===== config.mk =====
export PLATFORM = sky130hd
export DESIGN_NAME = mul_ex_top
export DESIGN_NICKNAME = d
export VERILOG_FILES = /design/src/common/mul_pkg.sv /design/src/common/ex_pkg.sv /design/src/mult/mult_unit.sv /design/src/ex_wb_reg.sv /design/src/mul_decoder.sv /design/src/mul_ex_top.sv
export VERILOG_INCLUDE_DIRS = /design/src /design/src/common
export SDC_FILE = /design/constraint.sdc
export NUM_CORES = 2
export LEC_CHECK = 0
export BUFFER_PORTS_ARGS = -buffer_cell sky130_fd_sc_hd__clkbuf_2
export CORE_ASPECT_RATIO = 1.5
export CORE_MARGIN = 2
export CORE_UTILIZATION = 50
export DETAILED_ROUTE_END_ITERATION = 8
export PLACE_DENSITY = 0.66
export RECOVER_POWER = 50
export SLEW_MARGIN = 30
export SYNTH_ARGS = -nofsm -noshare
export SYNTH_HDL_FRONTEND = slang
export SYNTH_SLANG_ARGS = --single-unit

===== constraint.sdc =====
create_clock -name clk -period 17.36 [get_ports clk]
set_input_delay 3.472 -clock clk [delete_from_list [all_inputs] [get_ports clk]]
set_output_delay 3.472 -clock clk [all_outputs]
set_load 0.01 [all_outputs]

===== src/common/mul_macros.svh =====
/*
  Width settings for the M-extension multiply block
  Shared by the multiplier types and the halfword datapath
*/

`ifndef MUL_MACROS_SVH
`define MUL_MACROS_SVH

// Operand and result word
`define MUL_XLEN 32

// One operand half as fed to the 17x17 multiplier
`define MUL_HLEN 16

// Right shift after the low-low and high-low steps
// Drops the half already accounted for in the low word
`define MUL_H_SHIFT 16

`endif


===== src/common/mul_pkg.sv =====
/*
  Multiplier internal types
  Word and halfword widths, the operator and the MULH sequencer states
*/

`default_nettype none

`include "mul_macros.svh"

package mul_pkg;

  ////////////////////
  // Widths
  ////////////////////

  // Operand or result word
  typedef logic [`MUL_XLEN-1:0] word_t;

  // Halfword with one extension bit for signed or unsigned use
  typedef logic [`MUL_HLEN:0] half_ext_t;

  // Partial-product sum with two guard bits above the word
  typedef logic [`MUL_XLEN+1:0] acc_t;

  ////////////////////
  // Control
  ////////////////////

  // Low word in one cycle, or upper word over several
  typedef enum logic [0:0] {
    MUL_M32 = 1'b0,
    MUL_H   = 1'b1
  } mul_opcode_e;

  // MULH sequencer
  typedef enum logic [2:0] {
    IDLE_MULT = 3'd0,
    STEP0     = 3'd1,
    STEP1     = 3'd2,
    STEP2     = 3'd3,
    FINISH    = 3'd4
  } mult_state_e;

endpackage

`default_nettype wire


===== src/common/ex_pkg.sv =====
/*
  Execute stage request and writeback types
  The M-extension funct3 codes and the request and writeback bundles
*/

`default_nettype none

package ex_pkg;

  // funct3 of the OP opcode with funct7 = 1
  typedef enum logic [2:0] {
    FN_MUL    = 3'd0,
    FN_MULH   = 3'd1,
    FN_MULHSU = 3'd2,
    FN_MULHU  = 3'd3,
    // Divide side, not run by this block
    FN_DIV    = 3'd4,
    FN_DIVU   = 3'd5,
    FN_REM    = 3'd6,
    FN_REMU   = 3'd7
  } mul_funct_e;

  // Request as held by the issuer until writeback
  typedef struct packed {
    logic           valid;
    mul_funct_e     funct;
    mul_pkg::word_t op_a;
    mul_pkg::word_t op_b;
  } ex_req_t;

  // One writeback entry
  typedef struct packed {
    logic           valid;
    logic           illegal;
    mul_pkg::word_t result;
  } wb_data_t;

endpackage

`default_nettype wire


===== src/mult/mult_unit.sv =====
/*
  Integer multiplier of the execute stage
  MUL takes the low word from a single-cycle 32x32 array
  The MULH family steps a 17x17 signed multiplier over four partial products
  and accumulates them into the upper word
*/

`timescale 1ns/100ps
`default_nettype none

`include "mul_macros.svh"

module mult_unit (
  input  wire                        clk,
  input  wire                        rst_n,

  input  wire                        enable_i,
  input  wire mul_pkg::mul_opcode_e  operator_i,
  // Bit 0 for operand A, bit 1 for operand B
  input  wire [1:0]                  signed_i,

  input  wire mul_pkg::word_t        op_a_i,
  input  wire mul_pkg::word_t        op_b_i,

  // Writeback can take the result
  input  wire                        ex_ready_i,

  output mul_pkg::word_t             result_o,
  output logic                       multicycle_o,
  output logic                       ready_o
);

  // Halfword datapath
  mul_pkg::half_ext_t   short_op_a;
  mul_pkg::half_ext_t   short_op_b;
  // Saved carry on top of the accumulated word
  logic [`MUL_XLEN:0]   short_addend;
  mul_pkg::acc_t        short_mul;
  mul_pkg::acc_t        short_mac;
  mul_pkg::acc_t        short_result;

  // Single-cycle low word
  mul_pkg::word_t       int_result;

  // Sequencer controls
  logic [1:0]           mulh_subword;
  logic [1:0]           mulh_signed;
  logic                 mulh_shift;
  logic                 mulh_arith;
  logic                 mulh_ready;
  logic                 acc_save;
  logic                 carry_save;
  logic                 carry_clear;
  logic                 mulh_clear;

  mul_pkg::mult_state_e state_q;
  mul_pkg::mult_state_e state_d;
  logic                 carry_q;
  mul_pkg::acc_t        acc_q;

  ////////////////////
  // Halfword multiplier
  ////////////////////

  // Bit 0 picks the upper half of A, bit 1 the upper half of B
  assign short_op_a[`MUL_HLEN-1:0] = mulh_subword[0] ? op_a_i[`MUL_XLEN-1:`MUL_HLEN]
                                                     : op_a_i[`MUL_HLEN-1:0];
  assign short_op_b[`MUL_HLEN-1:0] = mulh_subword[1] ? op_b_i[`MUL_XLEN-1:`MUL_HLEN]
                                                     : op_b_i[`MUL_HLEN-1:0];

  // Extension bit, zero for an unsigned half
  assign short_op_a[`MUL_HLEN] = mulh_signed[0] & short_op_a[`MUL_HLEN-1];
  assign short_op_b[`MUL_HLEN] = mulh_signed[1] & short_op_b[`MUL_HLEN-1];

  assign short_addend = {carry_q, acc_q[`MUL_XLEN-1:0]};

  assign short_mul = $signed(short_op_a) * $signed(short_op_b);
  assign short_mac = $signed(short_addend) + $signed(short_mul);

  // Guard bits only survive for the signed steps
  // shift of 16 drops the low half already folded in
  assign short_result = $signed({mulh_arith & short_mac[`MUL_XLEN+1],
                                 mulh_arith & short_mac[`MUL_XLEN],
                                 short_mac[`MUL_XLEN-1:0]})
                        >>> (mulh_shift ? `MUL_H_SHIFT : 0);

  ////////////////////
  // MULH sequencer
  ////////////////////

  always_comb begin
    state_d      = state_q;
    mulh_subword = 2'b00;
    mulh_signed  = 2'b00;
    mulh_shift   = 1'b0;
    mulh_arith   = 1'b0;
    mulh_ready   = 1'b0;
    acc_save     = 1'b0;
    carry_save   = 1'b0;
    carry_clear  = 1'b0;
    mulh_clear   = 1'b0;
    multicycle_o = 1'b0;

    case (state_q)
      mul_pkg::IDLE_MULT: begin
        // MUL answers right here
        mulh_ready = 1'b1;
        if (enable_i && (operator_i == mul_pkg::MUL_H)) begin
          mulh_ready = 1'b0;
          state_d    = mul_pkg::STEP0;
        end
      end
      mul_pkg::STEP0: begin
        // AL*BL, unsigned and never over 32 bits
        multicycle_o = 1'b1;
        mulh_shift   = 1'b1;
        acc_save     = 1'b1;
        state_d      = mul_pkg::STEP1;
      end
      mul_pkg::STEP1: begin
        // AL*BH, signed only if B is
        // 33-bit sum, keep its top bit as carry
        multicycle_o = 1'b1;
        mulh_subword = 2'b10;
        mulh_signed  = {signed_i[1], 1'b0};
        mulh_arith   = 1'b1;
        acc_save     = 1'b1;
        carry_save   = 1'b1;
        state_d      = mul_pkg::STEP2;
      end
      mul_pkg::STEP2: begin
        // AH*BL, signed only if A is
        // Bits above 32 get shifted back down, so the carry goes
        multicycle_o = 1'b1;
        mulh_subword = 2'b01;
        mulh_signed  = {1'b0, signed_i[0]};
        mulh_shift   = 1'b1;
        mulh_arith   = 1'b1;
        acc_save     = 1'b1;
        carry_save   = 1'b1;
        carry_clear  = 1'b1;
        state_d      = mul_pkg::FINISH;
      end
      mul_pkg::FINISH: begin
        // AH*BH plus the running sum is the upper word
        mulh_subword = 2'b11;
        mulh_signed  = signed_i;
        mulh_ready   = 1'b1;
        if (ex_ready_i) begin
          mulh_clear = 1'b1;
          state_d    = mul_pkg::IDLE_MULT;
        end
      end
      default: begin
        state_d = mul_pkg::IDLE_MULT;
      end
    endcase
  end

  always_ff @(posedge clk or negedge rst_n) begin
    if (!rst_n) begin
      state_q <= mul_pkg::IDLE_MULT;
      carry_q <= 1'b0;
      acc_q   <= '0;
    end else begin
      state_q <= state_d;
      if (mulh_clear) begin
        // Next op starts from an empty sum
        carry_q <= 1'b0;
        acc_q   <= '0;
      end else begin
        if (acc_save) begin
          acc_q <= short_result;
        end
        if (carry_save) begin
          carry_q <= ~carry_clear & short_mac[`MUL_XLEN];
        end
      end
    end
  end

  ////////////////////
  // Result mux
  ////////////////////

  // Low word does not depend on signedness
  assign int_result = op_a_i * op_b_i;

  always_comb begin
    if (operator_i == mul_pkg::MUL_M32) begin
      result_o = int_result;
    end else begin
      result_o = short_result[`MUL_XLEN-1:0];
    end
  end

  assign ready_o = mulh_ready;

  ////////////////////
  // Checks
  ////////////////////

  // Issuer must hold the request through the whole sequence
  a_operands_stable: assert property (@(posedge clk) disable iff (!rst_n)
    multicycle_o |-> $stable(op_a_i) && $stable(op_b_i)
                     && $stable(operator_i) && $stable(signed_i))
    else $error("MULH operands changed while the sequencer was busy");

  // Result stays up until writeback takes it
  a_finish_hold: assert property (@(posedge clk) disable iff (!rst_n)
    (state_q == mul_pkg::FINISH) && !ex_ready_i |=> state_q == mul_pkg::FINISH)
    else $error("Sequencer left FINISH under stall");

  a_no_early_ready: assert property (@(posedge clk) disable iff (!rst_n)
    (state_q inside {mul_pkg::STEP0, mul_pkg::STEP1, mul_pkg::STEP2}) |-> !ready_o)
    else $error("Multiplier ready in the middle of a MULH");

endmodule

`default_nettype wire


===== src/ex_wb_reg.sv =====
/*
  Execute to writeback register
  Captures a finished or illegal request and holds it under a writeback stall
*/

`timescale 1ns/100ps
`default_nettype none

module ex_wb_reg (
  input  wire                   clk,
  input  wire                   rst_n,
  input  wire                   req_valid_i,
  input  wire                   mul_ready_i,
  input  wire                   illegal_i,
  input  wire mul_pkg::word_t   result_i,
  // Low while writeback stalls
  input  wire                   wb_ready_i,
  output ex_pkg::wb_data_t      wb_o
);

  logic           capture;
  logic           valid_q;
  logic           illegal_q;
  mul_pkg::word_t result_q;

  // Illegal codes skip the multiplier and go straight through
  assign capture = req_valid_i && wb_ready_i && (mul_ready_i || illegal_i);

  always_ff @(posedge clk or negedge rst_n) begin
    if (!rst_n) begin
      valid_q <= 1'b0;
    end else if (capture) begin
      valid_q <= 1'b1;
    end else if (wb_ready_i) begin
      // Entry taken, drop it
      valid_q <= 1'b0;
    end
  end

  always_ff @(posedge clk) begin
    if (capture) begin
      illegal_q <= illegal_i;
      result_q  <= illegal_i ? '0 : result_i;
    end
  end

  assign wb_o = '{valid: valid_q, illegal: illegal_q, result: result_q};

  // An illegal code never shows up while the multiplier is mid-sequence
  a_illegal_idle: assert property (@(posedge clk) disable iff (!rst_n)
    req_valid_i && illegal_i |-> mul_ready_i)
    else $error("Illegal request seen with the multiplier busy");

endmodule

`default_nettype wire


===== src/mul_decoder.sv =====
/*
  Multiply request decoder
  Turns funct3 into operator and operand signedness, flags divide codes
*/

`timescale 1ns/100ps
`default_nettype none

module mul_decoder (
  input  wire ex_pkg::ex_req_t  req_i,
  output logic                  enable_o,
  output mul_pkg::mul_opcode_e  operator_o,
  // Bit 0 for operand A, bit 1 for operand B
  output logic [1:0]            signed_o,
  output logic                  illegal_o
);

  always_comb begin
    // Idle defaults
    enable_o   = 1'b0;
    operator_o = mul_pkg::MUL_M32;
    signed_o   = 2'b00;
    illegal_o  = 1'b0;

    case (req_i.funct)
      ex_pkg::FN_MUL: begin
        // Low word is the same for any signedness
        enable_o = req_i.valid;
      end
      ex_pkg::FN_MULH: begin
        enable_o   = req_i.valid;
        operator_o = mul_pkg::MUL_H;
        signed_o   = 2'b11;
      end
      ex_pkg::FN_MULHSU: begin
        // A signed, B unsigned
        enable_o   = req_i.valid;
        operator_o = mul_pkg::MUL_H;
        signed_o   = 2'b01;
      end
      ex_pkg::FN_MULHU: begin
        enable_o   = req_i.valid;
        operator_o = mul_pkg::MUL_H;
        signed_o   = 2'b00;
      end
      default: begin
        // DIV, DIVU, REM, REMU
        illegal_o = req_i.valid;
      end
    endcase
  end

endmodule

`default_nettype wire


===== src/mul_ex_top.sv =====
/*
  Multiply block of the execute stage
  Decoder, multiplier and writeback register
*/

`timescale 1ns/100ps
`default_nettype none

module mul_ex_top (
  input  wire                   clk,
  input  wire                   rst_n,
  input  wire ex_pkg::ex_req_t  req_i,
  // Low while writeback stalls
  input  wire                   wb_ready_i,
  output ex_pkg::wb_data_t      wb_o,
  // MULH sequence in progress
  output logic                  busy_o
);

  logic                 dec_enable;
  mul_pkg::mul_opcode_e dec_operator;
  logic [1:0]           dec_signed;
  logic                 dec_illegal;
  mul_pkg::word_t       mul_result;
  logic                 mul_ready;

  mul_decoder mul_decoder_i (
    .req_i      (req_i),
    .enable_o   (dec_enable),
    .operator_o (dec_operator),
    .signed_o   (dec_signed),
    .illegal_o  (dec_illegal)
  );

  // Writeback stall doubles as the multiplier's hold
  mult_unit mult_unit_i (
    .clk          (clk),
    .rst_n        (rst_n),
    .enable_i     (dec_enable),
    .operator_i   (dec_operator),
    .signed_i     (dec_signed),
    .op_a_i       (req_i.op_a),
    .op_b_i       (req_i.op_b),
    .ex_ready_i   (wb_ready_i),
    .result_o     (mul_result),
    .multicycle_o (busy_o),
    .ready_o      (mul_ready)
  );

  ex_wb_reg ex_wb_reg_i (
    .clk         (clk),
    .rst_n       (rst_n),
    .req_valid_i (req_i.valid),
    .mul_ready_i (mul_ready),
    .illegal_i   (dec_illegal),
    .result_i    (mul_result),
    .wb_ready_i  (wb_ready_i),
    .wb_o        (wb_o)
  );

endmodule

`default_nettype wire

Word level (Yosys, flattened, before mapping)

Cells that the tools add are included.

Logic and storage cells: 67
Memories kept: 0
Output and inout port bits: 35
Input port bits: 71
Flip-flop bits (word level): 70
Memory bits (read-only): 0
Bits in latches: 0
Memory bits (writable): 0

Divide/modulo/power cells: 0
Bitwise operators: 6
Reduce and logical (&&, ||, !) cells: 15
Order comparisons: 0
Add/subtract/negate cells: 1
Multipliers: 2
Shift operators: 1
Muxes and demuxes: 27
Equality and inequality tests: 9

Operators by type and width:

| operator                                                        | number |
|---|---|
| 32-bit 2-to-1 mux                                               | 3 |
| 33-bit by 34-bit adder with 34-bit output                       | 1 |
| 17-bit by 17-bit multiplier with 34-bit output                  | 1 |
| 34-bit by 32-bit >>> shifter with 32-bit output                 | 1 |
| 32-bit by 32-bit multiplier with 32-bit output                  | 1 |
| 16-bit 2-to-1 mux                                               | 2 |
| 3-bit case mux with 5 select lines                              | 1 |
| 1-bit 2-to-1 mux                                                | 14 |
| 3-bit by 2-bit == test with 1-bit output, second input constant | 4 |
| 2-bit case mux with 3 select lines                              | 2 |
| 3-bit by 1-bit == test with 1-bit output, second input constant | 2 |
| 3-bit logical NOT                                               | 2 |
| 3-bit 2-to-1 mux                                                | 2 |
| 2-bit nonzero test                                              | 3 |
| 3-bit OR reduction                                              | 2 |
| 1-bit bitwise AND                                               | 5 |
| 5-bit 2-to-1 mux                                                | 1 |
| 2-bit case mux with 2 select lines                              | 1 |
| 2-bit OR reduction                                              | 2 |
| 4-bit OR reduction                                              | 1 |
| 3-bit == test, second input constant                            | 1 |
| 1-bit logical AND                                               | 3 |
| 2-bit by 1-bit != test with 1-bit output, second input constant | 1 |
| 2-bit != test, second input constant                            | 1 |
| other kinds (4)                                                 | 4 |

Logic depth before layout (Yosys ltp)

Depth in word-level cells: 10
Gate-level depth with buffers: 33

Hierarchy

From an unflattened synthesis, not the netlist that was laid out.

Cell total of the unflattened synthesis: 3,632
Area total of the unflattened synthesis: 31,821.8 um2

Modules (own cells, without submodules):

| module      | area each (um2) | instances | cells an instance |
|---|---|---|---|
| mult_unit   | 30,511.8        | 1         | 3,551 |
| ex_wb_reg   | 1,270.0         | 1         | 74 |
| mul_decoder | 40.0            | 1         | 7 |

Least setup slack after synthesis

No wires, ideal clock.

Kind: input-to-reg
Start: input req_i[2] in the netlist's numbering
End: register ex_wb_reg_i.result_q[30] (data pin)
Data required time: 17.089 ns
Data arrival time: 10.071 ns
Setup slack: 7.017 ns
Library setup time: 0.271 ns
Stages: 28
Buffers on the path: 2
Cells stage by stage: clkbuf_1 > buf_1 > nand2_1 > fa_1 > inv_1 > fa_1 > inv_1 > fa_1 > inv_1 > fa_1 > inv_1 > fa_1 > inv_1 > fa_1 > fa_1 > inv_1 > fa_1 > inv_1 > ha_1 > a21o_1 > a211oi_1 > nor2_1 > o21ai_0 > o41ai_1 > o31a_1 > a31oi_1 > xor2_1 > o22ai_1

Word-level cells in the longest chain between the ends: 6
Elaborated cells between the ends (all ways): 8

Ends and longest elaborated chain:

| element                                         | line                             | RTL |
|---|---|---|
| start, declared                                 | mul_ex_top.sv:12                 | `input wire ex_pkg::ex_req_t req_i,` |
| 16-bit 2-to-1 mux                               | mult_unit.sv:68                  | `` assign short_op_b[`MUL_HLEN-1:0] = mulh_subword[1] ? op_b_i[`MUL_XLEN-1:`MUL_HLEN] `` |
| 17-bit by 17-bit multiplier with 34-bit output  | mult_unit.sv:77                  | `assign short_mul = $signed(short_op_a) * $signed(short_op_b);` |
| 33-bit by 34-bit adder with 34-bit output       | mult_unit.sv:78                  | `assign short_mac = $signed(short_addend) + $signed(short_mul);` |
| 1-bit bitwise AND (on tied branches)            | mult_unit.sv:83, mult_unit.sv:82 |  |
| 34-bit by 32-bit >>> shifter with 32-bit output | mult_unit.sv:82                  | `` assign short_result = $signed({mulh_arith & short_mac[`MUL_XLEN+1], `` |
| 32-bit 2-to-1 mux *                             | mult_unit.sv:190                 | `if (operator_i == mul_pkg::MUL_M32) begin` |
| end signal, assigned                            | ex_wb_reg.sv:43                  | `result_q <= illegal_i ? '0 : result_i;` |
| end, declared                                   | ex_wb_reg.sv:24                  | `mul_pkg::word_t result_q;` |

Every way passes the cells marked *; elsewhere a longest branch is shown, timed or not.
A chain may end at the register's enable or synchronous reset.

Worst setup path after layout

Start: input req_i[44] in the netlist's numbering
End: register ex_wb_reg_i.result_q[29] (data pin)

Word-level cells in the longest chain between the ends: 6
Elaborated cells between the ends (all ways): 8

Ends and longest elaborated chain:

| element                                         | line                             | RTL |
|---|---|---|
| 16-bit 2-to-1 mux                               | mult_unit.sv:66                  | `` assign short_op_a[`MUL_HLEN-1:0] = mulh_subword[0] ? op_a_i[`MUL_XLEN-1:`MUL_HLEN] `` |
| 17-bit by 17-bit multiplier with 34-bit output  | mult_unit.sv:77                  |  |
| 33-bit by 34-bit adder with 34-bit output       | mult_unit.sv:78                  |  |
| 1-bit bitwise AND (on tied branches)            | mult_unit.sv:83, mult_unit.sv:82 |  |
| 34-bit by 32-bit >>> shifter with 32-bit output | mult_unit.sv:82                  |  |
| 32-bit 2-to-1 mux *                             | mult_unit.sv:190                 |  |

Marks and branches as above.

==> impl_metrics.tcl <==
set metrics [dict create \
    status "finished with violations" \
    violations "capacitance limit, slew limit" \
    yosysSeqAreaShare_pct 6.06 \
    antenna_found_initial 11 \
    overflow 0 \
    rows 112 \
    drive_above_1_share_pct 4.55 \
    cts_resized 0 \
    crit_buf_inv 4 \
    cp_max_fo 22 \
    cp_slowest_cell "clkbuf_2" \
    synth_edf_count 33 \
    fin_skew_ns 0.00865 \
    yosys.area.top_type "fa_1" \
    grt_max_degree 40 \
    cts_hold_buf 0 \
    drv_slew 78 \
    ios 106 \
    drt-vias-per-instance 5.50 \
    hold_violations 0 \
    synth_area_mm2 0.0316 \
    use_met1_pct 33.4 \
    min_from "ex_wb_reg_i.valid_q" \
    dieArea_mm2 0.0653 \
    routed_wl_um 93600 \
    numCtsBuffers 9 \
    slew_headroom_pct -46.5 \
    first_iter_violations 1607 \
    grt_usage_pct 29.9 \
    reg2reg_to "ex_wb_reg_i.result_q[31]" \
    syn2layout_area_growth_pct 4.75 \
    layout.nets 4639 \
    min_path_type "flop to flop" \
    hpwlAfterDp_um 76900 \
    die_h_um 312 \
    fin_crit_sh_pct 63.2 \
    rsz0062_at_grt "no" \
    num_vias 24261 \
    worstSetupStartpointType "input port" \
    clkTransAtPathRegs_ns 0.06 \
    ys_warn_count 0 \
    synth_fp_nets 4654 \
    syn_inst 3611 \
    rrSetupSlack_ns 8.18 \
    ctsRootBufferMaster "clkbuf_16" \
    post_drt_wl_per_cell_um 21.2 \
    htreeDepth 3 \
    crit_type "input port to flop" \
    worstMarginPinSlew_ns 2.20 \
    post_synth_most_frequent_cells "inv_1, fa_1, nand2_1, ha_1, nor2_1" \
    cp.required_ns 17.38 \
    die_x_um 209 \
    synth.area.top_cells "fa_1, inv_1, ha_1" \
    arrival_ns 10.99 \
    clockBufferDepth 2 \
    ys_async_sr_fraction_pct 52.9 \
    clk-insertion-delay-late_ns 0.34 \
    synth-seq-cells 70 \
    post-cts-setup-buffers 0 \
    drtPass1Iterations 5 \
    rr_worst_depth 28 \
    io_buffer_count 105 \
    end_kind "flop" \
    cts_tree "built" \
    numClockSinks 70 \
    period_needed_ns 10.96 \
    cpPeakStageDelay_ns 0.67 \
    fin_setup_tns_ns 0 \
    finalSetupViolCount 0 \
    fmaxAchievable_mhz 91.2 \
    route.detailed.drc 0 \
    synth_area_per_cell_um2 8.75 \
    synth_ff_type "dfrtp_1" \
    busiest_layer "met2" \
    synth_top_cell_area_share_pct 47.3 \
    synth_most_common_cell "inv_1" \
    min_path_cells 1 \
    crit_chain "clkbuf_2 -> nand2_1 -> fa_1 -> inv_1 -> fa_1 -> fa_1 -> fa_1 -> fa_1 -> inv_1 -> fa_1 -> fa_1 -> fa_1 -> inv_1 -> ha_1 -> a21oi_1 -> o21ai_0 -> a21o_1 -> a21oi_1 -> o21ai_0 -> o31ai_1 -> xor2_1 -> o22ai_1" \
    met2_usage_pct 54.3 \
    path_common_cell "fa_1" \
    start_util_pct 50.7 \
    synth.distinct_cells 65 \
    min_to "ex_wb_reg_i.valid_q" \
    ant_nets 0 \
    core_mm2 0.0624 \
    routabilityCongestion 0.966 \
    grt_pass1_wl_um 148000 \
    regToRegStartpoint "mult_unit_i.state_q[2]" \
    startpoint "req_i[44]" \
    drv_cap 2 \
    use_met3_pct 3.40 \
    grt_pass1_vias 26387 \
    critPathTopFamily "adder cells" \
]
## routing by layer
layer	share of wire, %	vias to the layer above	wire length [um]
met3	5.7	334	5320
met5	0.011	-	10
li1	-	10483	-
met2	53	942	49400
met4	7.7	2	7250
met1	34	12500	31600
## cell families (layout without fill, tap and decap cells)
group / Yosys count / after routing / synth area share [%]
buf+inv: 1109 / 1099 / 13.2
simple gates: 1006 / 1006 / 13.6
fa+ha+maj: 972 / 972 / 56.2
compound gates: 259 / 259 / 5.10
xor+xnor: 128 / 128 / 3.55
flops: 70 / 70 / 6.06
mux: 67 / 67 / 2.24
other cells: 0 / 10 / 0
## final cells by class
| class | count | area, um^2 |
|---|---|---|
| repair buffers | 131 | 663 |
| diodes | 10 | 25.0 |
| flip-flops and latches | 70 | 1920 |
| clock buffers | 9 | 225 |
| clock inverters | 7 | 128 |
| multi-input cells | 2432 | 25600 |
| fillers | 5864 | 29200 |
| well taps | 798 | 998 |
| inverters | 952 | 3570 |
## cells in the final DEF (no fill, tap or decap), types with 8 or more instances in the layout
| master | count |
|---|---|
| inv_1 | 951 |
| fa_1 | 747 |
| nand2_1 | 612 |
| ha_1 | 225 |
| nor2_1 | 183 |
| and2_1 | 133 |
| xnor2_1 | 92 |
| o21ai_0 | 80 |
| a21oi_1 | 69 |
| clkbuf_2 | 68 |
| clkbuf_1 | 41 |
| dfrtp_1 | 37 |
| xor2_1 | 36 |
| edfxtp_1 | 33 |
| mux2_2 | 29 |
| mux2i_1 | 28 |
| a21o_1 | 23 |
| buf_4 | 21 |
| nand2b_1 | 17 |
| o21a_1 | 16 |
| o22ai_1 | 13 |
| nand3_1 | 12 |
| diode_2 | 10 |
| a211oi_1 | 10 |
| and3_1 | 9 |
| clkbuf_16 | 9 |
| a31oi_1 | 8 |
| nor3_1 | 8 |
## stage by stage
step           util [%]  hold WS [ns]  worst slack [ns]  area [um^2]  cells
6_report           53.1         0.484              6.40        33100   4409
5_1_grt            53.1         0.520              5.92        33100   4405
4_1_cts            53.2         0.495              6.45        33200   4399
3_5_place_dp       52.6         0.480              6.13        32800   4383
3_3_place_gp       52.5         0.474              5.88        32800   4381
2_1_floorplan         -         0.446              7.02        31600   3611
## worst max path at each step
stage,to,slack (ns),depth (start not counted)
detailed placement,ex_wb_reg_i.result_q[31],6.13,25
CTS,ex_wb_reg_i.result_q[31],6.45,25
global placement,ex_wb_reg_i.result_q[31],5.88,25
finish,ex_wb_reg_i.result_q[29],6.40,22
global route,ex_wb_reg_i.result_q[17],5.92,25
floorplan,ex_wb_reg_i.result_q[30],7.02,28
## flip-flops by register name (all words and copies together) (netlist names)
signal and flops:
ex_wb_reg_i.valid_q 1, ex_wb_reg_i.illegal_q 1, mult_unit_i.state_q 3, mult_unit_i.carry_q 1
ex_wb_reg_i.result_q 32, mult_unit_i.acc_q 32
Power is not shown: default switching activity piles up to over one toggle a cycle in this logic, so the estimate is an artifact.
